## config.mk

```make
export PLATFORM = sky130hd
export DESIGN_NAME = writeBack
export DESIGN_NICKNAME = d
export VERILOG_FILES = /design/src/common/backEndPkg.sv /design/src/rtl/writeBack.sv
export SDC_FILE = /design/constraint.sdc
export NUM_CORES = 1
export LEC_CHECK = 0
export ABC_AREA = 0
export BUFFER_PORTS_ARGS = -buffer_cell sky130_fd_sc_hd__buf_2
export CAP_MARGIN = 20
export CORE_AREA = 8 8 86 107
export DETAILED_ROUTE_END_ITERATION = 12
export DIE_AREA = 0 0 94 115
export MAX_ROUTING_LAYER = met4
export PLACE_DENSITY = 0.79
export SKIP_CTS_REPAIR_TIMING = 1
export SLEW_MARGIN = 20
export SYNTH_ARGS = -nofsm -noshare
export SYNTH_HDL_FRONTEND = slang
export SYNTH_SLANG_ARGS = --single-unit
```

## constraint.sdc

```tcl
create_clock -name CLK -period 2.6 [get_ports CLK]
set_input_delay 0.78 -clock CLK [delete_from_list [all_inputs] [get_ports CLK]]
set_output_delay 0.78 -clock CLK [all_outputs]
set_load 0.02 [all_outputs]
```

## src/common/backEndPkg.sv

```systemverilog
package backEndPkg;

   // ************************************************************************
   // encodings shared by the execute, memory and writeback stages
   // ************************************************************************

   typedef enum logic [3:0] {
      aluAdd   = 4'd0,
      aluSub   = 4'd1,
      aluAnd   = 4'd2,
      aluOr    = 4'd3,
      aluXor   = 4'd4,
      aluSll   = 4'd5,
      aluSrl   = 4'd6,
      aluSra   = 4'd7,
      aluSlt   = 4'd8,
      aluSltu  = 4'd9,
      aluPassB = 4'd10   // lui passes the immediate through
   } aluOp_t;

   typedef enum logic [2:0] {
      brNone   = 3'd0,
      brEq     = 3'd1,
      brNe     = 3'd2,
      brLt     = 3'd3,
      brGe     = 3'd4,
      brLtu    = 3'd5,
      brGeu    = 3'd6,
      brAlways = 3'd7    // jal and jalr
   } brCond_t;

   typedef enum logic [1:0] {
      resAlu  = 2'd0,
      resMem  = 2'd1,
      resLink = 2'd2     // pc plus 4
   } resSel_t;

   typedef enum logic [1:0] {
      sizeByte = 2'd0,
      sizeHalf = 2'd1,
      sizeWord = 2'd2
   } memSize_t;

   // ************************************************************************
   // stage bundles
   // ************************************************************************

   typedef struct packed {
      logic        valid;
      logic [31:0] pc;
      logic [31:0] rs1Val;
      logic [31:0] rs2Val;
      logic [4:0]  rs1;
      logic [4:0]  rs2;
      logic [4:0]  rd;
      logic [31:0] imm;
      aluOp_t      aluOp;
      logic        useImmB;
      logic        useJalrBase;
      brCond_t     brCond;
      logic        memRead;
      logic        memWrite;
      memSize_t    memSize;
      logic        memUnsigned;
      resSel_t     resSel;
      logic        rfWe;
   } idExBundle_t;

   typedef struct packed {
      logic        valid;
      logic [31:0] aluOut;
      logic [31:0] storeData;
      logic [31:0] linkPc;
      logic [4:0]  rd;
      logic        rfWe;
      resSel_t     resSel;
      logic        memRead;
      logic        memWrite;
      memSize_t    memSize;
      logic        memUnsigned;
      logic        takeBranch;
      logic [31:0] target;
   } exMemBundle_t;

   typedef struct packed {
      logic        valid;
      logic [4:0]  rd;
      logic        rfWe;
      resSel_t     resSel;
      logic [31:0] aluOut;
      logic [31:0] linkPc;
      logic [1:0]  byteOffset;
      memSize_t    memSize;
      logic        memUnsigned;
   } memWbBundle_t;

   typedef struct packed {
      logic        we;
      logic [4:0]  addr;
      logic [31:0] data;
   } rfWrite_t;

   typedef struct packed {
      logic        taken;
      logic [31:0] target;
   } redirect_t;

endpackage

```

## src/rtl/writeBack.sv

```systemverilog
`timescale 1ns/10ps

module writeBack (
   input  logic                     CLK,
   input  logic                     RSTn,
   input  backEndPkg::memWbBundle_t memWb,
   input  logic [31:0]              ramRdata,
   output backEndPkg::rfWrite_t     rfWrite
);

   backEndPkg::memWbBundle_t wbReg;

   logic [31:0] shifted;
   logic [31:0] loadVal;
   logic [31:0] wbData;

   always_ff @(posedge CLK) begin
      if (RSTn) begin
         wbReg <= '0;
      end else begin
         wbReg <= memWb;
      end
   end

   // ************************************************************************
   // load alignment and extension
   // ************************************************************************

   always_comb begin
      shifted = ramRdata >> {wbReg.byteOffset, 3'b000};   // addressed lane down to bit 0
      case (wbReg.memSize)
         backEndPkg::sizeByte: begin
            loadVal = wbReg.memUnsigned ? {24'd0, shifted[7:0]}
                                        : {{24{shifted[7]}}, shifted[7:0]};
         end
         backEndPkg::sizeHalf: begin
            loadVal = wbReg.memUnsigned ? {16'd0, shifted[15:0]}
                                        : {{16{shifted[15]}}, shifted[15:0]};
         end
         default: loadVal = ramRdata;
      endcase
   end

   always_comb begin
      case (wbReg.resSel)
         backEndPkg::resMem:  wbData = loadVal;
         backEndPkg::resLink: wbData = wbReg.linkPc;
         default:             wbData = wbReg.aluOut;
      endcase
      rfWrite.we   = wbReg.valid && wbReg.rfWe && (wbReg.rd != 5'd0);   // x0 stays zero
      rfWrite.addr = wbReg.rd;
      rfWrite.data = wbData;
   end

endmodule

```

Yosys cells after proc, flatten, opt, wreduce, memory -nomap -nowiden
Index checks and enable logic that the tools add are counted.
- register bits after elaboration: 78
- latch bits: 0
- memory bits (writable): 0
- bits in read-only memories: 0
- bits of input ports: 112
- output and inout bits: 38
- word-level logic and storage cells: 21
- memories kept: 0
- add/subtract/negate cells: 0
- multipliers: 0
- divide/modulo/power cells: 0
- order comparisons: 0
- eq/ne operators: 3
- shifts and indexed selects: 1
- multiplexer cells: 4
- bitwise gates (word level): 0
- reductions and logical operators: 4
- operators by type and width (kind ; count):
    case mux 32 bit (2 select lines) ; 2
    2-to-1 mux 32 bit ; 2
    >> shifter 32 x 5 -> 16 bit ; 1
    nonzero test 5 bit ; 1
    equality test 2 x 1 -> 1 bit, second input constant ; 2
    equality test 2 bit, second input constant ; 1
    logical AND 1 bit ; 2
    logical NOT 2 bit ; 1

Longest topological paths before layout
Gate-level depths: netlist of run 1.
- depth after elaboration: 4
- depth in mapped cells: 8
- depth with buffers taken out: 6

Least setup slack after synthesis of run 1
OpenSTA, ideal clock, no wires.
- path kind: reg-to-output
- start: reg wbReg[69] in the netlist's numbering
- end: out rfWrite[15] in the netlist's numbering
- data arrival time: 1739 ps
- required time: 1820 ps
- path slack: 81 ps
- cell stages (with the launch flop): 8
- path buffers: 2
- cells stage by stage: dfxtp_1 > inv_1 > ha_1 > clkbuf_1 > nor2b_1 > buf_2 > inv_1 > o31ai_1
- RTL lines (what ; line ; text):
    start, declared ; writeBack.sv:11 ; backEndPkg::memWbBundle_t wbReg;
    start signal, assigned ; writeBack.sv:21 ; wbReg <= memWb;
    end, declared ; writeBack.sv:8 ; output backEndPkg::rfWrite_t rfWrite

==> results of run 1 <==
## kinds of logic (layout without fill, tap and decap cells)
logic type	after synthesis	in the layout
AO/OA/AOI/OAI	105	105
XOR/XNOR	1	1
adder cells (fa/ha/maj)	2	2
buffers and inverters	41	202
flip-flops	78	78
multiplexers	10	10
other	0	1
AND/OR/NAND/NOR	133	133
## where the power goes
part | switching, mW | leakage [nW] | internal (mW)
logic | 0.348 | 1.45 | 0.323
clock network | 0.474 | 0.0929 | 0.453
registers | 0.0302 | 0.653 | 1.26
## registers in the layout, indices dropped and copies added, names as in the netlist
signal and flops:
rfWrite 5, wbReg 73
## area by class of cell
cell class,instances,area share (%)
clock buffer,9,2.40
clock inverter,7,1.53
sequential,78,30.6
antenna,1,0.0485
timing repair buffer,182,24.0
tap,95,2.30
inverter,4,0.291
multi-input combinational,251,38.8
## worst min-delay path by stage
stage | endpoint | slack [ps] | cells after the start
floorplan | rfWrite[32]$_SDFF_PP0_ | 910 | 1
detailed placement | wbReg[5]$_SDFF_PP0_ | 990 | 2
global route | wbReg[61]$_SDFF_PP0_ | 620 | 2
CTS | wbReg[61]$_SDFF_PP0_ | 620 | 2
global placement | wbReg[71]$_SDFF_PP0_ | 990 | 2
finish | wbReg[58]$_SDFF_PP0_ | 630 | 2
## metal layers
metal	vias up	wire length (microns)
met3	38	617
li1	1619	-
met1	1555	4300
met5	-	0
met4	0	556
met2	136	6140
## cells in the mapped netlist (7+ instances only)
cell type,count,area (sq um)
sky130_fd_sc_hd__nand2_1,25,93.8
sky130_fd_sc_hd__a21oi_1,21,105
sky130_fd_sc_hd__a221oi_1,7,61.3
sky130_fd_sc_hd__dfxtp_1,78,1560
sky130_fd_sc_hd__o211ai_2,10,125
sky130_fd_sc_hd__o221ai_1,9,78.8
sky130_fd_sc_hd__mux2i_1,8,80.1
sky130_fd_sc_hd__o21ai_0,7,35.0
sky130_fd_sc_hd__nor2b_1,80,500
sky130_fd_sc_hd__a22oi_1,26,195
sky130_fd_sc_hd__buf_2,8,40.0
sky130_fd_sc_hd__nand3b_1,7,52.6
sky130_fd_sc_hd__a2bb2oi_1,7,61.3
sky130_fd_sc_hd__clkbuf_1,20,75.1
sky130_fd_sc_hd__nor2_1,10,37.5
sky130_fd_sc_hd__o21ai_1,7,35.0
==> results.txt, run 1 <==
The flow ran to the end, but the final reports show violations. The final reports fail on negative setup slack. The number of antenna violations at the first check in global routing came to 1. In this run, the number of DRC markers left after iteration 0 of detailed routing was approximately 170. After clock tree synthesis, the clock-pin slew on the worst setup and hold paths is 90 ps. The post-route setup TNS is -2690 ps. The total count of max-transition violations in the final report is 0. TritonCTS built the clock tree. Setup violations remaining at the end of the flow were counted as 27.

The area fraction in and, or, nand and nor cells after synthesis came out at 21.8%. For this configuration, the core starts out at a cell density of 46.3%. The overall die width came out at about 94 microns.

After detailed routing, the number of remaining DRC violations is 0. The register bit total from synthesis came out at 78. The worst slack at placement is -119 ps. The routability congestion estimate from global placement came out at between 0.8 and 0.9. The average detailed-routed wire length per instance is approximately 19 microns. The critical path arrival is between 1500 and 2000 ps. The tree is rooted in a sky130_fd_sc_hd__clkbuf_8. Timing would allow up to between 300 and 400 MHz. Traced cell by cell, the critical path runs through buf_6, mux2i_4, o32ai_4, o211ai_4, clkbuf_16, o211ai_2, buf_6. Using the TritonRoute via totals, the vias-per-cell ratio works out to 5.34.

The parity-gate share of the synthesized area counting xor and xnor cells came out at 0.250%. The number of iterations in the first detailed-routing pass is 4. The netlist area before placement came out at 0.00351 sq mm.

Setup repair after global routing could not meet its margin everywhere. In this run the worst setup path begins at ramRdata[15]. The share of synthesized registers carrying an async set or reset is 0%.

Summing all non-filler instances in the final layout gives an area of 0.00516 sq mm. The highest fanout seen on the critical path came out at 8. The standard cell core area is 0.00757 sq mm. The number of warnings reported in the yosys synthesis log came out at 0. Dividing the synthesized area by the synthesized cell count gives 9.48 sq um. After synthesis, the largest family of logic cells by area is compound AO/OA/AOI/OAI gates. The layer flagged by global routing as most heavily used is met2. In this run the count of I/O pins placed on the die edge is 150. In this run the worst hold path is classified as in2reg.

The fraction of the mapped netlist area in adder cells is less than 1%. The sum of overflow across all layers after global routing is 0. The setup slack of the critical path after layout is -159 ps.

The fraction of final layout cells with drive strength greater than 1 came out at 48.8%. The post-detailed-placement half-perimeter wirelength is 8.25 mm. At the pin with the least slew margin, the transition time is roughly 440 ps. Fill cells in the final layout number 580. The worst setup path is launched from an input pin.

The top cell types in the final layout, fill and taps aside, are 117 x sky130_fd_sc_hd__buf_2, 79 x sky130_fd_sc_hd__nor2b_1, 72 x sky130_fd_sc_hd__dfxtp_1, 37 x sky130_fd_sc_hd__buf_4, 25 x sky130_fd_sc_hd__nand2_1. The number of global-route vias before repair is 3311. The setup path with the least slack is of type in2out.

Row generation in the floorplan step produced 36 rows. The number of nets in the layout came out at 640. The compound-gate portion of the synthesized area is 23.5%.

The final number of hold-violating endpoints is 0. In the global route stage, met2 resource usage came out at 34.4%. For met1 alone, demand over resource in global routing was 20.4%. The worst-case vdd ir drop came out at 375 uV.

Global routing used about 4.5% of the available met3 tracks. Summing all placed instances gives a cell area of 0.00434 sq mm. The static power due to leakage came out at 2.19 nW. The count of distinct cell types in the synthesized netlist came out at 41. The most used flip-flop cell after synthesis is sky130_fd_sc_hd__dfxtp_1.

At the worst endpoint, the required time is 1820 ps. The final standard cell utilization of the core is 68.2%. Across the run, the number of max-cap violations was 0.

Compared with the post-synthesis result, the final layout area differs by 47.1%. The multi-input gate area in the final layout is 0.00200 sq mm. The buffers plus inverters on the worst setup path is 3. The family with the most delay on the worst path is compound AO/OA/AOI/OAI gates.

The total number of cells along the worst setup path is 7. The total CTS buffers is 9. The maximum clock path buffer count is 2. The number of nets still failing antenna checks after routing came out at 0. The largest individual stage delay along the critical path comes from the cell sky130_fd_sc_hd__o211ai_4. On the worst path, the slowest cell contributes a delay of 280 ps. The number of non-filler instances in the completed layout came out at 627. The area of the die is 0.0108 sq mm. The height of the chip is 115 microns. The final critical-path required period came out at 2760 ps. The CTS H-tree depth is 3.

The cell that appears most often on the critical path is sky130_fd_sc_hd__buf_6. The power per unit of standard cell area is 560 mW/mm^2. The first global-routing pass estimated 16.2 mm of wire. The number of I/O port buffers came out at 149. The capturing element of the worst setup path is rfWrite[18]. The clock sink count is 78. Entering global routing, the biggest net connects 44 pins. STA classifies the critical path endpoint as an output pin. Summing internal, switching and leakage power gives between 2 and 3 mW. The flip-flop and latch area came out at 0.00158 sq mm.

The number of placed instances with taps included came out at 596. In the global route stage, overall resource usage came out at 20.0%. The leading cell type in the layout, fill and taps excluded is sky130_fd_sc_hd__buf_2. The cell count after synthesis came out at 370.

After synthesis, flip-flops and latches occupy 44.5% of the total area. The headroom to the max-slew limit is 70.8%. The final layout contains routed wiring with a total length of 11.6 mm.

The final-layout worst hold slack came out at around 630 ps. The number of synthesized flops with an enable pin is 0. The launch point of the worst hold path is memWb[58].

Counting every net in the synthesized netlist gives between 400 and 500. The final cycle utilization of the critical path came out at 106%. Multiplexer cells account for 3.32% of the synthesized area. For this block, the via count after detailed routing is between 3000 and 4000.
(Power assumes the default switching activity.)
==> run 2: changes to the inputs <==
--- a/config.mk
+++ b/config.mk
@@ -11,8 +11,10 @@
 export CORE_AREA = 8 8 86 107
 export DETAILED_ROUTE_END_ITERATION = 12
 export DIE_AREA = 0 0 94 115
+export GPL_TIMING_DRIVEN = 0
 export MAX_ROUTING_LAYER = met4
 export PLACE_DENSITY = 0.79
+export RECOVER_POWER = 100
 export SKIP_CTS_REPAIR_TIMING = 1
 export SLEW_MARGIN = 20
 export SYNTH_ARGS = -nofsm -noshare
==> constraint.sdc (replaced) <==
create_clock -name CLK -period 2.7 [get_ports CLK]
set_input_delay 0.81 -clock CLK [delete_from_list [all_inputs] [get_ports CLK]]
set_output_delay 0.81 -clock CLK [all_outputs]
set_load 0.02 [all_outputs]
==> results.txt, run 2 (synthesis results as in run 1) <==
The measured slew at the worst slew-check pin was 611 ps (+174 ps). The switching share of total power came out at 28.0% (-1.6 points). The number of non-filler instances in the completed layout came out at 634 (+1.1%). The flip-flop count of the largest register, all copies and words added is 73 (unchanged). The register with the most flip-flops in the final layout is wbReg. The worst slack at placement came out at -252 ps (-134 ps). The height of the chip came out at 115 microns (unchanged).

The flip-flop and latch area came to 0.00157 sq mm (-0.63%). The signed area change from the synthesized netlist to the final layout came out at 40.2%. The headroom to the max-slew limit was 59.2% (-12 points).

The number of ports placed on the die boundary was 150 (unchanged). The count of standard-cell rows came out at 36 (unchanged). The number of global-route vias before repair is 3553 (+7.3%).

The number of I/O port buffers is 148 (-0.67%). The overall die width is 94 microns (unchanged). The capturing element type of the critical path is an output pin. The number of placed instances with taps included was 613 (+2.9%).

The worst hold path belongs to the class in2reg. The number of nets in the layout came out at 648 (+1.3%). The final routed DRC violation total is 0 (unchanged). The total of max-cap violations came out at 0 (unchanged).

The cell type of the slowest stage on the worst timing path is sky130_fd_sc_hd__o211ai_4. The TritonCTS clock tree is done. The timing-limited maximum frequency came out at 349 MHz. The top cell types in the final layout, fill and taps aside, are 121 x sky130_fd_sc_hd__buf_2, 80 x sky130_fd_sc_hd__nor2b_1, 74 x sky130_fd_sc_hd__dfxtp_1, 25 x sky130_fd_sc_hd__nand2_1, 21 x sky130_fd_sc_hd__buf_4. The total routing usage reported by global routing was 21.5% (+1.5 points). The CTS H-tree depth is 3 (unchanged). Setup repair after global routing could not meet its margin everywhere. The highest fanout seen on the critical path is 5 (-3). The standard cell core area is 0.00757 sq mm (unchanged). The effective utilization at floorplan is 46.3% (unchanged). The critical setup path kind is in2out.

Leaving out fill and tap cells, the most frequent cell in the layout is sky130_fd_sc_hd__buf_2. The critical path arrival was 2050 ps (+70 ps). The cell-internal power is 2.00 mW (-1.7%). The final number of hold-violating endpoints was 0 (unchanged). The sum of overflow across all layers after global routing came out at 0 (unchanged). The wire length of the first global-routing pass is 17.4 mm (+7.5%). The power per unit of standard cell area is 564 mW/mm^2 (+0.86%). The post-detailed-route via-to-cell ratio came to 5.37 (+0.52%). The number of iterations in the first detailed-routing pass came out at 5 (+1). The final critical-path required period is 2860 ps. STA classifies the critical path startpoint as an input pin. The total CTS buffers came out at 9 (unchanged). The combinational group share of total power was 21.0% (-2.3 points). Grouping stages by cell kind, the critical path spends the most delay in buffers and inverters. The fraction of power consumed by the clock network is 34.3% (+2.2 points). The required time at the worst-slack endpoint is 1890 ps (+70 ps). The final reports fail on negative setup slack. The worst stage delay on the critical path came out at 280 ps (about the same). The total via count in the routed design came out at 3403 (+1.6%). The share of total power in sequential cells came out at 44.7% (about the same). The multi-input gate area in the final layout came to 0.00184 sq mm (-7.9%). The number of fill cells in the layout came out at 638 (+10%). The antenna diode instance count came to 0 (-1). The overall power consumption came to 2.78 mW (-3.9%). The flow ran to the end, but the final reports show violations. The buffers plus inverters on the worst setup path came out at 4 (+1). The number of antenna violations at the first check in global routing came out at 0 (-1).

The number of DRC markers in iteration 0 is 241 (+45%). The worst-case vdd ir drop is 372 uV (-0.84%). The total count of max-transition violations in the final report is 0 (unchanged).

The routability congestion estimate from global placement is 0.912 (+6.1%). The register clock-pin slew on the reported worst setup and hold paths came out at 80 ps (about the same). The clock sink count came out at 78 (unchanged).

The final cycle utilization of the critical path came out at 106%. The cell that appears most often on the critical path is sky130_fd_sc_hd__buf_6. The maximum number of pins on one net before global-route repair came to 14 (-68%). The maximum clock path buffer count came to 2 (unchanged). The total routed wirelength came out at 11.7 mm (+0.98%). The CTS root buffer is sky130_fd_sc_hd__clkbuf_8. The area of the die was 0.0108 sq mm (unchanged). The average detailed-routed wire length per instance came out at 18.5 microns (-0.13%). The signal on the critical path passes through buf_8, mux2i_4, o32ai_4, o211ai_4, buf_6, buf_12, o211ai_2, buf_6.

The final-report setup violation count was 23 (-15%). The number of nets still failing antenna checks after routing is 0 (unchanged). The net switching power of the design came to 0.777 mW (-8.9%). The setup slack of the critical path after layout came out at -161 ps (-2.22 ps). The fraction of final layout cells with drive strength greater than 1 came out at 42.1% (-6.7 points). The static power due to leakage came out at 2.15 nW (-2.1%). The post-detailed-placement half-perimeter wirelength is 8.95 mm (+8.6%).
[run 2: path summary, 6_finish.rpt]
path,startpoint,endpoint,cells after the start,slack (ps)
hold / removal,memWb[0],wbReg[0]$_SDFF_PP0_,2,660
setup / recovery,ramRdata[15],rfWrite[20],8,-160
[run 2: area by class of cell]
cell class | instances | share of cell area, %
Clock buffer | 10 | 2.60
Inverter | 4 | 0.305
Clock inverter | 6 | 1.76
Multi-Input combinational cell | 251 | 37.5
Sequential cell | 78 | 31.9
Timing Repair Buffer | 155 | 18.8
Buffer | 35 | 4.78
Tap cell | 95 | 2.42
[run 2: per-layer routing]
layer	vias to the layer above	wire length, microns	global-route usage (%)
met5	-	0	-
met4	0	437	13.1
met3	37	796	4.90
met2	168	6060	36.0
met1	1569	4440	22.3
li1	1629	-	-
[run 2: power by group through the flow]
stage	Clock [mW]	Sequential (mW)	Combinational, mW
floorplan	0	1.26	0.312
global route	1.01	1.25	0.628
CTS	0.964	1.24	0.515
finish	0.951	1.24	0.583
global placement	0	1.26	0.503
detailed placement	0	1.26	0.513
[run 2: stage by stage]
stage / util [%] / TNS [ps] / hold slack (ps) / cell area (sq um)
after floorplan: - / 0 / 938 / 3510
after global placement: 57.7 / -3700 / 1020 / 4370
after detailed placement: 57.7 / -5300 / 1020 / 4370
after CTS: 60.5 / -16800 / 645 / 4580
after global routing: 65.0 / -4460 / 652 / 4920
final: 65.0 / -1910 / 657 / 4920
