<file path="src/common/backEndPkg.sv">
package backEndPkg;

   // ************************************************************************
   // encodings shared by the execute, memory and writeback stages
   // ************************************************************************

   typedef enum logic [3:0] {
      aluAdd   = 4'd0,
      aluSub   = 4'd1,
      aluAnd   = 4'd2,
      aluOr    = 4'd3,
      aluXor   = 4'd4,
      aluSll   = 4'd5,
      aluSrl   = 4'd6,
      aluSra   = 4'd7,
      aluSlt   = 4'd8,
      aluSltu  = 4'd9,
      aluPassB = 4'd10   // lui passes the immediate through
   } aluOp_t;

   typedef enum logic [2:0] {
      brNone   = 3'd0,
      brEq     = 3'd1,
      brNe     = 3'd2,
      brLt     = 3'd3,
      brGe     = 3'd4,
      brLtu    = 3'd5,
      brGeu    = 3'd6,
      brAlways = 3'd7    // jal and jalr
   } brCond_t;

   typedef enum logic [1:0] {
      resAlu  = 2'd0,
      resMem  = 2'd1,
      resLink = 2'd2     // pc plus 4
   } resSel_t;

   typedef enum logic [1:0] {
      sizeByte = 2'd0,
      sizeHalf = 2'd1,
      sizeWord = 2'd2
   } memSize_t;

   // ************************************************************************
   // stage bundles
   // ************************************************************************

   typedef struct packed {
      logic        valid;
      logic [31:0] pc;
      logic [31:0] rs1Val;
      logic [31:0] rs2Val;
      logic [4:0]  rs1;
      logic [4:0]  rs2;
      logic [4:0]  rd;
      logic [31:0] imm;
      aluOp_t      aluOp;
      logic        useImmB;
      logic        useJalrBase;
      brCond_t     brCond;
      logic        memRead;
      logic        memWrite;
      memSize_t    memSize;
      logic        memUnsigned;
      resSel_t     resSel;
      logic        rfWe;
   } idExBundle_t;

   typedef struct packed {
      logic        valid;
      logic [31:0] aluOut;
      logic [31:0] storeData;
      logic [31:0] linkPc;
      logic [4:0]  rd;
      logic        rfWe;
      resSel_t     resSel;
      logic        memRead;
      logic        memWrite;
      memSize_t    memSize;
      logic        memUnsigned;
      logic        takeBranch;
      logic [31:0] target;
   } exMemBundle_t;

   typedef struct packed {
      logic        valid;
      logic [4:0]  rd;
      logic        rfWe;
      resSel_t     resSel;
      logic [31:0] aluOut;
      logic [31:0] linkPc;
      logic [1:0]  byteOffset;
      memSize_t    memSize;
      logic        memUnsigned;
   } memWbBundle_t;

   typedef struct packed {
      logic        we;
      logic [4:0]  addr;
      logic [31:0] data;
   } rfWrite_t;

   typedef struct packed {
      logic        taken;
      logic [31:0] target;
   } redirect_t;

endpackage

</file>
<file path="src/rtl/exMemReg.sv">
`timescale 1ns/10ps

module exMemReg (
   input  logic                     CLK,
   input  logic                     RSTn,
   input  logic                     stall,
   input  logic                     flush,
   input  backEndPkg::exMemBundle_t exNext,
   output backEndPkg::exMemBundle_t exMem
);

   // ************************************************************************
   // EX/MEM pipeline register
   // ************************************************************************

   always_ff @(posedge CLK) begin
      if (RSTn || flush) begin
         exMem <= '0;                   // bubble with every field cleared
      end else if (!stall) begin
         exMem <= exNext;
      end
   end

endmodule

</file>
<file path="config.mk">
export PLATFORM = sky130hd
export DESIGN_NAME = exMemReg
export DESIGN_NICKNAME = d
export VERILOG_FILES = /design/src/common/backEndPkg.sv /design/src/rtl/exMemReg.sv
export SDC_FILE = /design/constraint.sdc
export NUM_CORES = 1
export LEC_CHECK = 0
export BUFFER_PORTS_ARGS = -buffer_cell sky130_fd_sc_hd__buf_4
export CAP_MARGIN = 20
export CORE_ASPECT_RATIO = 0.75
export CORE_UTILIZATION = 40
export DETAILED_ROUTE_END_ITERATION = 10
export GPL_ROUTABILITY_DRIVEN = 0
export PLACE_DENSITY = 0.78
export SLEW_MARGIN = 20
export SYNTH_ARGS = -nofsm -noshare
export SYNTH_HDL_FRONTEND = slang
export SYNTH_SLANG_ARGS = --single-unit
</file>
<file path="constraint.sdc">
create_clock -name CLK -period 1.85 [get_ports CLK]
set_clock_uncertainty 0.1 [all_clocks]
set_input_delay 0.185 -clock CLK [delete_from_list [all_inputs] [get_ports CLK]]
set_output_delay 0.185 -clock CLK [all_outputs]
set_load 0.005 [all_outputs]
</file>
After elaboration in Yosys (flattened, before gate mapping) --
Cells that the tools add are included.
Operators by class: reduce and logical (&&, ||, !) cells 1
Operators with widths (number):
- logical OR 1 bit | 1
Word-level totals: flip-flop bits (word level) 143, input bits 147, logic and storage cells 14

Longest topological paths before layout --
Gate-level depths: netlist (run 1).
depth in word-level cells 1, gate-level depth with buffers 5, mapped depth without buffers 2

Worst setup path before layout (run 1) --
OpenSTA, ideal clock, no wires.
path type input -> register, start point input port stall, end point register exMem[100] (netlist bit), setup time 0.114 ns, arrival time 0.862 ns, data required time 1.636 ns, path slack 0.774 ns, cell stages on the path 5, path buffers 3, cell sequence buf_2 buf_6 buf_6 mux2i_1 nor2_1
RTL lines:
- from (decl) | line exMemReg.sv:6 | input logic stall,
- to (signal assigned) | line exMemReg.sv:20 | exMem <= exNext;
- to (decl) | line exMemReg.sv:9 | output backEndPkg::exMemBundle_t exMem

Worst setup path in the final report (run 1) --
start point register exMem[116] (netlist bit), end point output port exMem[116] (netlist bit)
No word-level cell between the ends.

==> key figures, run 1 <==
Critical path
  – Required time worst endpoint: 1560 ps
  – CP bufs+invs: 1
  – Crit-path max FO: 2
  – Worst Path Arrival: 940 ps
  – CP max stage delay: 390 ps
  – Crit path depth: 1
  – FF-to-FF Start: exMem[116]
  – Worst Setup Start Kind: flip-flop
  – Worst-path cell chain: buf_4
  – Worst R2R Path Depth: 2
  – CP top delay family: flip-flops
  – Slowest CP cell: dfxtp_1
  – CP Capture Point: exMem[116]
  – Reg2reg end: exMem[116]
  – R2R setup slack: 1010 ps
  – Crit path launch: exMem[116]
  – Crit Path Category: flip-flop to output pin
  – CP Capture Type: output pin

Placement
  – Port bufs: 289
  – Placed cells: 893
  – Dpl ws: 491 ps
  – Detailed placement HPWL: 10400 um
  – Placed cell area: 7360 sq um

Global route
  – Largest net degree at the start of global routing: 47
  – First-pass GRT wire length: 27900 um
  – Number of global-route vias before repair: 5438
  – Total gr overflow: 0
  – All-layer global routing usage: 27.5%
  – Initial antenna violation count: 0

Synth
  – #FFs+latches synth: 143
  – Most frequent cells after synthesis: 143 x dfxtp_1, 143 x mux2i_1, 143 x nor2_1, 17 x buf_6, 8 x buf_2
  – Sequential area share after synthesis: 56.2%
  – Ranking of synthesized cells by area: dfxtp_1 56%, mux2i_1 28%, nor2_1 11%
  – Biggest area consumer among synthesized cells: dfxtp_1
  – Yosys top cell area share: 56.2%
  – Synth Cell Area: 5090 sq um
  – Top FF cell, synth: dfxtp_1
  – Syn nets: 609
  – Mapped Cells: 462
  – Synth warn: 0
  – Syn Area/Cell: 11.0 sq um
  – Yosys cell types: 7
  – FFs w/ async S/R, synth: 0%
  – Number of synthesized flops with an enable pin: 0

CTS
  – # H-tree levels: 4
  – Total CTS buffers: 17
  – CTS sink cnt: 143
  – Worst-Skew Late Latency: 410 ps
  – Resized cells post-CTS: 0
  – Clk slew on worst S/H paths: 60 ps
  – CTS tree: yes
  – Clk buf depth: 2
  – Root Buffer: clkbuf_16

Timing
  – Hold Slack: 99.4 ps
  – Final WS setup: 627 ps
  – Slew HR: 69.9%
  – Final worst path period share: 66.1%
  – Slew Viols, Final: 0
  – RSZ-0062 raised after global routing: no
  – Final Hold Vio Count: 0
  – Setup_tns: 0 ps
  – Worst slew pin tran: 451 ps
  – Crit path time final: 1220 ps
  – Final Setup Violations: 0
  – Achievable Freq: 0.818 GHz

Floorplan
  – Site row count: 35
  – Initial core utilization: 41.3%
  – Core Area: 12300 sq um
  – Die area: 13200 sq um
  – Chip width: 132 um
  – I/O Pins: 290
  – Die Ht: 99.7 um

Detailed routing
  – DRT iter0 DRCs: 168
  – Detail Route Antenna Nets: 0
  – Drc violations: 0
  – DR vias/cell: 4.70
  – DR WL met2: 9610 um
  – TritonRoute pass-1 iters: 4
  – Final WL: 18200 um
  – Met3 WL: 1330 um
  – Vias: 5022
  – Top sig layer: met4
  – Met1 WL: 6690 um
  – Routed len/inst: 17.0 um

Final layout
  – Biggest regs: exMem (143)
  – Layout Nets: 1036
  – Final core utilization: 76.0%
  – Diodes inserted: 0
  – Area Growth Syn to Fin: 84.2%
  – Max reg flops: 143
  – Non-Filler Instances: 1068
  – Final Cell Area: 9380 sq um
  – Most flops, register: exMem
  – Share of layout cells above drive strength 1: 36.3%

Hold path
  – Hold Path Class: input port to flip-flop
  – Hold Path Stages: 3

Pwr
  – Lkg Pwr: 4.61 nW
  – Pwr Density: 833 nW/um^2
  – Total power: 7.82 mW
  – VDD IR max: 583 uV

Run status
  – Status: complete, no violations

Flow run
  – Max Cap Violations: 0
## how the worst min path moves through the flow
stage                            from          to
after global routing            stall   exMem[44]
after global placement    exNext[104]  exMem[104]
after CTS                       stall   exMem[29]
final                           stall   exMem[44]
after detailed placement   exNext[62]   exMem[62]
after floorplan             exNext[0]    exMem[0]
## cell families after synthesis
logic type,after synthesis,share of synthesized area [%]
AND/OR/NAND/NOR,144,10.7
flip-flops,143,56.2
buffers and inverters,32,5.06
multiplexers,143,28.1
## report_power, final
part	internal [mW]	switching (mW)	total, mW
combinational	0.688	0.405	1.09
clock	2.13	1.35	3.48
sequential	3.18	0.0635	3.25
## repair_timing
| item | in CTS | in global routing |
|---|---|---|
| hold endpoints to repair | 143 | 0 |
| hold buffers | 143 | 0 |
| buffers inserted | 0 | 0 |
## layer usage
layer  global-route usage, %  up-vias
met3                    8.97       57
met1                    27.3     2366
met2                    51.7      218
li1                        -     2381
met5                       0        -
met4                    13.4        0
## layout by cell type, fill, tap and decap left out
cell           instances
buf_12                 6
buf_4                290
buf_6                  1
bufinv_16              3
clkbuf_1               3
clkbuf_16             17
clkinv_2               1
clkinv_4               1
clkinvlp_4             4
dfxtp_1              143
dlygate4sd3_1        143
inv_6                  3
mux2i_1              143
nor2_1               143
or2_4                  1
## worst min-delay path: cells and delay by family
family	cells	cell delay (ps)
simple gates	1	70
mux	1	140
buf+inv	1	170
## layout make-up
type | instances | area, sq um
Clock buffer | 20 | 437
Clock inverter | 12 | 160
Fill cell | 732 | 2970
Multi-Input combinational cell | 287 | 1980
Sequential cell | 143 | 2860
Tap cell | 166 | 208
Timing Repair Buffer | 440 | 3740
(Power assumes the default switching activity.)
==> inputs of run 2 (changes only) <==
clock period = 1.3 ns   (was 1.85 ns; I/O delays follow)
==> run 2 against run 1 <==
  * Register-to-register slack worse by 540 ps
  * Sequential share of layout area hardly changed
  * Sequential power is 42% higher
  * Cell count is 0.19% higher
  * Die area stayed put
  * Cell area hardly changed
  * Combinational power is 42% higher
  * Core utilization hardly changed
  * Hold slack worse by 61 ps
  * Global-route usage is 1.1 points lower
  * Largest cell class unchanged
==> key figures, run 2 (synthesis results as in run 1) <==
Timing
  – Final worst path period share: 87.1%
  – Setup_tns: 0 ps (unchanged)
  – Slew HR: 74.1% (was 69.9%)
  – Final Hold Vio Count: 0 (unchanged)
  – Slew Viols, Final: 0 (unchanged)
  – Crit path time final: 1130 ps
  – RSZ-0062 raised after global routing: no (unchanged)
  – Worst slew pin tran: 388 ps (was 451 ps)
  – Achievable Freq: 0.883 GHz
  – Final Setup Violations: 0 (unchanged)

Detailed routing
  – Detail Route Antenna Nets: 0 (unchanged)
  – DR vias/cell: 4.68 (was 4.70)
  – Vias: 5012 (was 5022)
  – Final WL: 17600 um (was 18200 um)
  – Drc violations: 0 (unchanged)
  – DRT iter0 DRCs: 144 (was 168)
  – TritonRoute pass-1 iters: 4 (unchanged)
  – Routed len/inst: 16.4 um (was 17.0 um)

CTS
  – Root Buffer: clkbuf_16 (unchanged)
  – Clk slew on worst S/H paths: 70 ps (was 60 ps)
  – Worst-Skew Late Latency: 390 ps (was 410 ps)
  – CTS tree: yes (unchanged)
  – Clk buf depth: 2 (unchanged)
  – # H-tree levels: 4 (unchanged)
  – CTS sink cnt: 143 (unchanged)
  – Postcts setup bufs: 0 (unchanged)
  – CTS hold repair buffers: 143 (unchanged)
  – Resized cells post-CTS: 0 (unchanged)
  – Total CTS buffers: 17 (unchanged)

Global route
  – All-layer global routing usage: 26.3% (was 27.5%)
  – Total gr overflow: 0 (unchanged)
  – First-pass GRT wire length: 27000 um (was 27900 um)
  – Largest net degree at the start of global routing: 87 (was 47)
  – Initial antenna violation count: 0 (unchanged)
  – Number of global-route vias before repair: 5388 (was 5438)

Floorplan
  – Initial core utilization: 41.3% (unchanged)
  – Die Ht: 99.7 um (unchanged)
  – Die area: 13200 sq um (unchanged)
  – Core Area: 12300 sq um (unchanged)
  – Site row count: 35 (unchanged)
  – I/O Pins: 290 (unchanged)
  – Chip width: 132 um (unchanged)

Critical path
  – Worst-path cell chain: buf_4 (unchanged)
  – CP top delay family: flip-flops (unchanged)
  – FF-to-FF Start: exMem[21] (was exMem[116])
  – Worst R2R Path Depth: 2 (unchanged)
  – Worst Path Arrival: 900 ps (was 940 ps)
  – Crit-path max FO: 2 (unchanged)
  – CP max stage delay: 360 ps (was 390 ps)
  – Slowest CP cell: dfxtp_1 (unchanged)
  – CP bufs+invs: 1 (unchanged)
  – Crit Path Category: flip-flop to output pin (unchanged)
  – Crit path depth: 1 (unchanged)
  – CP Capture Type: output pin (unchanged)
  – Worst Setup Start Kind: flip-flop (unchanged)
  – Crit path launch: exMem[111] (was exMem[116])
  – Required time worst endpoint: 1070 ps (was 1560 ps)

Placement
  – Port bufs: 289 (unchanged)
  – Detailed placement HPWL: 10300 um (was 10400 um)
  – Placed cell area: 7370 sq um (was 7360 sq um)

Final layout
  – Share of layout cells above drive strength 1: 36.6% (was 36.3%)
  – Area Growth Syn to Fin: 84.2% (about the same)
  – Diodes inserted: 0 (unchanged)
  – Most flops, register: exMem (unchanged)
  – Most frequent cells in the layout: 292 x buf_4, 143 x mux2i_1, 143 x nor2_1, 143 x dfxtp_1, 143 x dlygate4sd3_1 (was 290 x buf_4, 143 x mux2i_1, 143 x nor2_1, 143 x dfxtp_1, 143 x dlygate4sd3_1)
  – Max reg flops: 143 (unchanged)
  – Sequential Area: 2860 sq um (unchanged)
  – Biggest regs: exMem (143) (unchanged)
  – Final Cell Area: 9380 sq um (about the same)
  – Commonest non-fill, non-tap cell in the layout: buf_4 (unchanged)
  – Multi-input gate area: 1980 sq um (unchanged)
  – # fillers: 756 (was 732)
  – Layout Nets: 1038 (was 1036)

Pwr
  – Combinational Power Share: 14.2% (was 14.0%)
  – Sequential Power Share: 42.3% (was 41.5%)
  – Internal power: 8.29 mW (was 6.00 mW)
  – Clock power frac: 43.4% (was 44.5%)
  – P_sw: 2.61 mW (was 1.82 mW)
  – Pwr Density: 1160 nW/um^2 (was 833 nW/um^2)
  – Lkg Pwr: 4.62 nW (was 4.61 nW)
  – Switching share of power: 23.9% (was 23.2%)
  – VDD IR max: 801 uV (was 583 uV)

Flow run
  – Max Cap Violations: 0 (unchanged)

Hold path
  – Hold Path Class: input port to flip-flop (unchanged)
  – HP Start: stall (unchanged)
  – Hold Path Stages: 3 (unchanged)

Run status
  – Status: complete, no violations (unchanged)
run 2: changes by cell type in the layout (fill, tap and decap cells not counted), sizes merged:
cell / previous run / this run
buf: 297 / 299
bufinv: 3 / 1
clkinv: 2 / 5
clkinvlp: 4 / 2
inv: 3 / 4
run 2: final timing paths:
check	to	slack [ps]
setup / recovery	exMem[111]	170
hold / removal	exMem[16]	40
setup reg to reg	exMem[21]	470
hold reg to reg	exMem[99]	390
run 2: area by class of cell:
cell class | count | area share [%]
Clock inverter | 12 | 1.32
Clock buffer | 20 | 4.87
Multi-Input combinational cell | 287 | 21.1
Sequential cell | 143 | 30.5
Timing Repair Buffer | 442 | 40.0
Tap cell | 166 | 2.21
run 2: per-layer routing:
| layer | GRT usage, % | routed length, um |
|---|---|---|
| met2 | 50.0 | 9310 |
| met3 | 9.38 | 1220 |
| met4 | 10.3 | 458 |
| met5 | 0 | 0 |
| met1 | 26.4 | 6600 |
run 2: power by group through the flow:
stage / Sequential [mW] / Clock [mW] / Combinational, mW
floorplan: 4.71 / 0 / 0.505
global placement: 4.69 / 0 / 1.11
detailed placement: 4.70 / 0 / 1.15
CTS: 4.61 / 4.80 / 1.51
global route: 4.63 / 5.01 / 1.65
finish: 4.61 / 4.73 / 1.55
run 2: through the flow:
step	total power [mW]	worst slack (ps)	std cells	util [%]	hold slack, ps
after CTS	10.9	166	1070	76.0	24.3
final	10.9	168	1070	76.0	38.5
after floorplan	5.21	279	462	-	174
after detailed placement	5.85	124	895	59.7	267
after global routing	11.3	108	1070	76.0	40.0
after global placement	5.81	186	895	59.7	257
==> inputs of run 3 (changes only) <==
clock period = 1.2 ns   (was 1.3 ns; I/O delays follow)
==> run 3 against run 2 <==
  * Routed wire length down 0.94%
  * Global-route usage down 0.15 points
  * Core utilization up 0.62 points
  * Sequential power up 8.5%
  * Combinational power up 9%
  * Clock-buffer cell count up 1
==> key figures, run 3 (synthesis results as in run 1) <==
Run status
  – Status: complete, no violations (unchanged)

CTS
  – CTS hold repair buffers: 144 (was 143)
  – Worst-Skew Late Latency: 410 ps (was 390 ps)
  – Postcts setup bufs: 0 (unchanged)
  – # H-tree levels: 4 (unchanged)
  – CTS sink cnt: 143 (unchanged)
  – Resized cells post-CTS: 0 (unchanged)
  – Clk slew on worst S/H paths: 60 ps (was 70 ps)
  – CTS tree: yes (unchanged)
  – Clk buf depth: 2 (unchanged)
  – Root Buffer: clkbuf_16 (unchanged)
  – Total CTS buffers: 17 (unchanged)

Critical path
  – Crit-path max FO: 2 (unchanged)
  – Worst Path Arrival: 930 ps (was 900 ps)
  – Worst-path cell chain: buf_4 (unchanged)
  – Worst Setup Start Kind: flip-flop (unchanged)
  – CP Capture Type: output pin (unchanged)
  – CP top delay family: flip-flops (unchanged)
  – Required time worst endpoint: 980 ps (was 1070 ps)
  – CP bufs+invs: 1 (unchanged)
  – Crit Path Category: flip-flop to output pin (unchanged)
  – Slowest CP cell: dfxtp_1 (unchanged)
  – CP max stage delay: 370 ps (was 360 ps)

Timing
  – RSZ-0062 raised after global routing: no (unchanged)
  – Setup_tns: 0 ps (unchanged)
  – Worst slew pin tran: 226 ps (was 388 ps)
  – Final WS setup: 52.5 ps (was 168 ps)
  – Final worst path period share: 95.6%
  – Slew HR: 84.5% (was 74.1%)
  – Slew Viols, Final: 0 (unchanged)
  – Achievable Freq: 0.871 GHz
  – Final Setup Violations: 0 (unchanged)
  – Final Hold Vio Count: 0 (unchanged)
  – Crit path time final: 1150 ps

Global route
  – GRT busiest layer: met2 (unchanged)
  – Largest net degree at the start of global routing: 56 (was 87)
  – First-pass GRT wire length: 26900 um (was 27000 um)
  – Initial antenna violation count: 0 (unchanged)
  – GRT met3 Usage: 8.26% (was 9.38%)
  – Number of global-route vias before repair: 5336 (was 5388)
  – Met1 GRT Util: 26.8% (was 26.4%)
  – Met2 Use GR: 49.1% (was 50.0%)
  – All-layer global routing usage: 26.2% (was 26.3%)
  – Total gr overflow: 0 (unchanged)

Detailed routing
  – Drc violations: 0 (unchanged)
  – Detail Route Antenna Nets: 0 (unchanged)
  – DR vias/cell: 4.69 (was 4.68)
  – Routed len/inst: 16.3 um (was 16.4 um)
  – Vias: 5023 (was 5012)
  – DRT iter0 DRCs: 147 (was 144)
  – Final WL: 17400 um (was 17600 um)
  – TritonRoute pass-1 iters: 5 (was 4)

Final layout
  – Max reg flops: 143 (unchanged)
  – Most flops, register: exMem (unchanged)
  – Commonest non-fill, non-tap cell in the layout: buf_4 (unchanged)
  – # fillers: 729 (was 756)
  – Share of layout cells above drive strength 1: 36.4% (was 36.6%)
  – Most frequent cells in the layout: 290 x buf_4, 144 x dlygate4sd3_1, 143 x mux2i_1, 143 x nor2_1, 143 x dfxtp_1 (was 292 x buf_4, 143 x mux2i_1, 143 x nor2_1, 143 x dfxtp_1, 143 x dlygate4sd3_1)
  – Layout Nets: 1039 (was 1038)
  – Diodes inserted: 0 (unchanged)
  – Biggest regs: exMem (143) (unchanged)
  – Area Growth Syn to Fin: 85.7% (was 84.2%)

Floorplan
  – Chip width: 132 um (unchanged)
  – Die Ht: 99.7 um (unchanged)
  – Site row count: 35 (unchanged)
  – Core Area: 12300 sq um (unchanged)
  – I/O Pins: 290 (unchanged)
  – Die area: 13200 sq um (unchanged)
  – Initial core utilization: 41.3% (unchanged)

Hold path
  – Hold Path Class: input port to flip-flop (unchanged)

Pwr
  – P_sw: 2.64 mW (was 2.61 mW)
  – VDD IR max: 1090 uV (was 801 uV)
  – Internal power: 9.56 mW (was 8.29 mW)
  – Combinational Power Share: 13.8% (was 14.2%)
  – Pwr Density: 1290 nW/um^2 (was 1160 nW/um^2)
  – Switching share of power: 21.7% (was 23.9%)
  – Sequential Power Share: 41.0% (was 42.3%)
  – Clock power frac: 45.1% (was 43.4%)
  – Lkg Pwr: 4.66 nW (was 4.62 nW)

Placement
  – Port bufs: 289 (unchanged)
  – Detailed placement HPWL: 10500 um (was 10300 um)
  – Dpl ws: 79.6 ps (was 124 ps)

Flow run
  – Max Cap Violations: 0 (unchanged)
## run 3: cell types whose count changed in the layout (fill, tap and decap cells not counted), moves of 2 or more
| cell | previous run | this run |
|---|---|---|
| clkinvlp_4 | 2 | 0 |
| bufinv_16 | 1 | 4 |
| buf_4 | 292 | 290 |
| buf_12 | 6 | 8 |
| inv_6 | 4 | 0 |
| clkinv_2 | 0 | 3 |
| clkinv_4 | 5 | 3 |
## run 3: per-layer routing
metal,vias up,wire length (um)
li1,2393,-
met1,2367,6560
met2,219,9120
met3,44,1260
met4,0,476
met5,-,0
## run 3: power groups by stage
| stage | clock [mW] | sequential, mW | combinational [mW] |
|---|---|---|---|
| after global placement | 0 | 5.09 | 1.22 |
| final | 5.51 | 5.00 | 1.69 |
| after global routing | 5.79 | 5.02 | 1.80 |
| after detailed placement | 0 | 5.10 | 1.25 |
| after floorplan | 0 | 5.10 | 0.547 |
| after CTS | 5.59 | 5.00 | 1.64 |
## run 3: layout make-up
class / count / area [sq um] / area share, %
tap: 166 / 208 / 2.20
multi-input combinational: 287 / 1980 / 20.9
timing repair buffer: 443 / 3790 / 40.1
clock buffer: 21 / 460 / 4.87
sequential: 143 / 2860 / 30.3
clock inverter: 10 / 161 / 1.71
## run 3: path summary, 6_finish.rpt
| check | startpoint | endpoint | cells after the start | slack (ps) |
|---|---|---|---|---|
| max | exMem[47] | exMem[47] | 1 | 50 |
| max reg2reg | exMem[36] | exMem[36] | 2 | 360 |
| min | stall | exMem[72] | 3 | 20 |
| min reg2reg | exMem[71] | exMem[71] | 2 | 390 |
## run 3: per-stage QoR
stage	area, sq um	utilization, %	hold WS, ps	power (mW)	cells
3_3_place_gp	7400	59.9	247	6.31	895
4_1_cts	9460	76.6	16.6	12.2	1070
3_5_place_dp	7400	59.9	257	6.35	895
5_1_grt	9460	76.6	37.6	12.6	1070
2_1_floorplan	5090	-	164	5.65	462
6_report	9460	76.6	24.0	12.2	1070
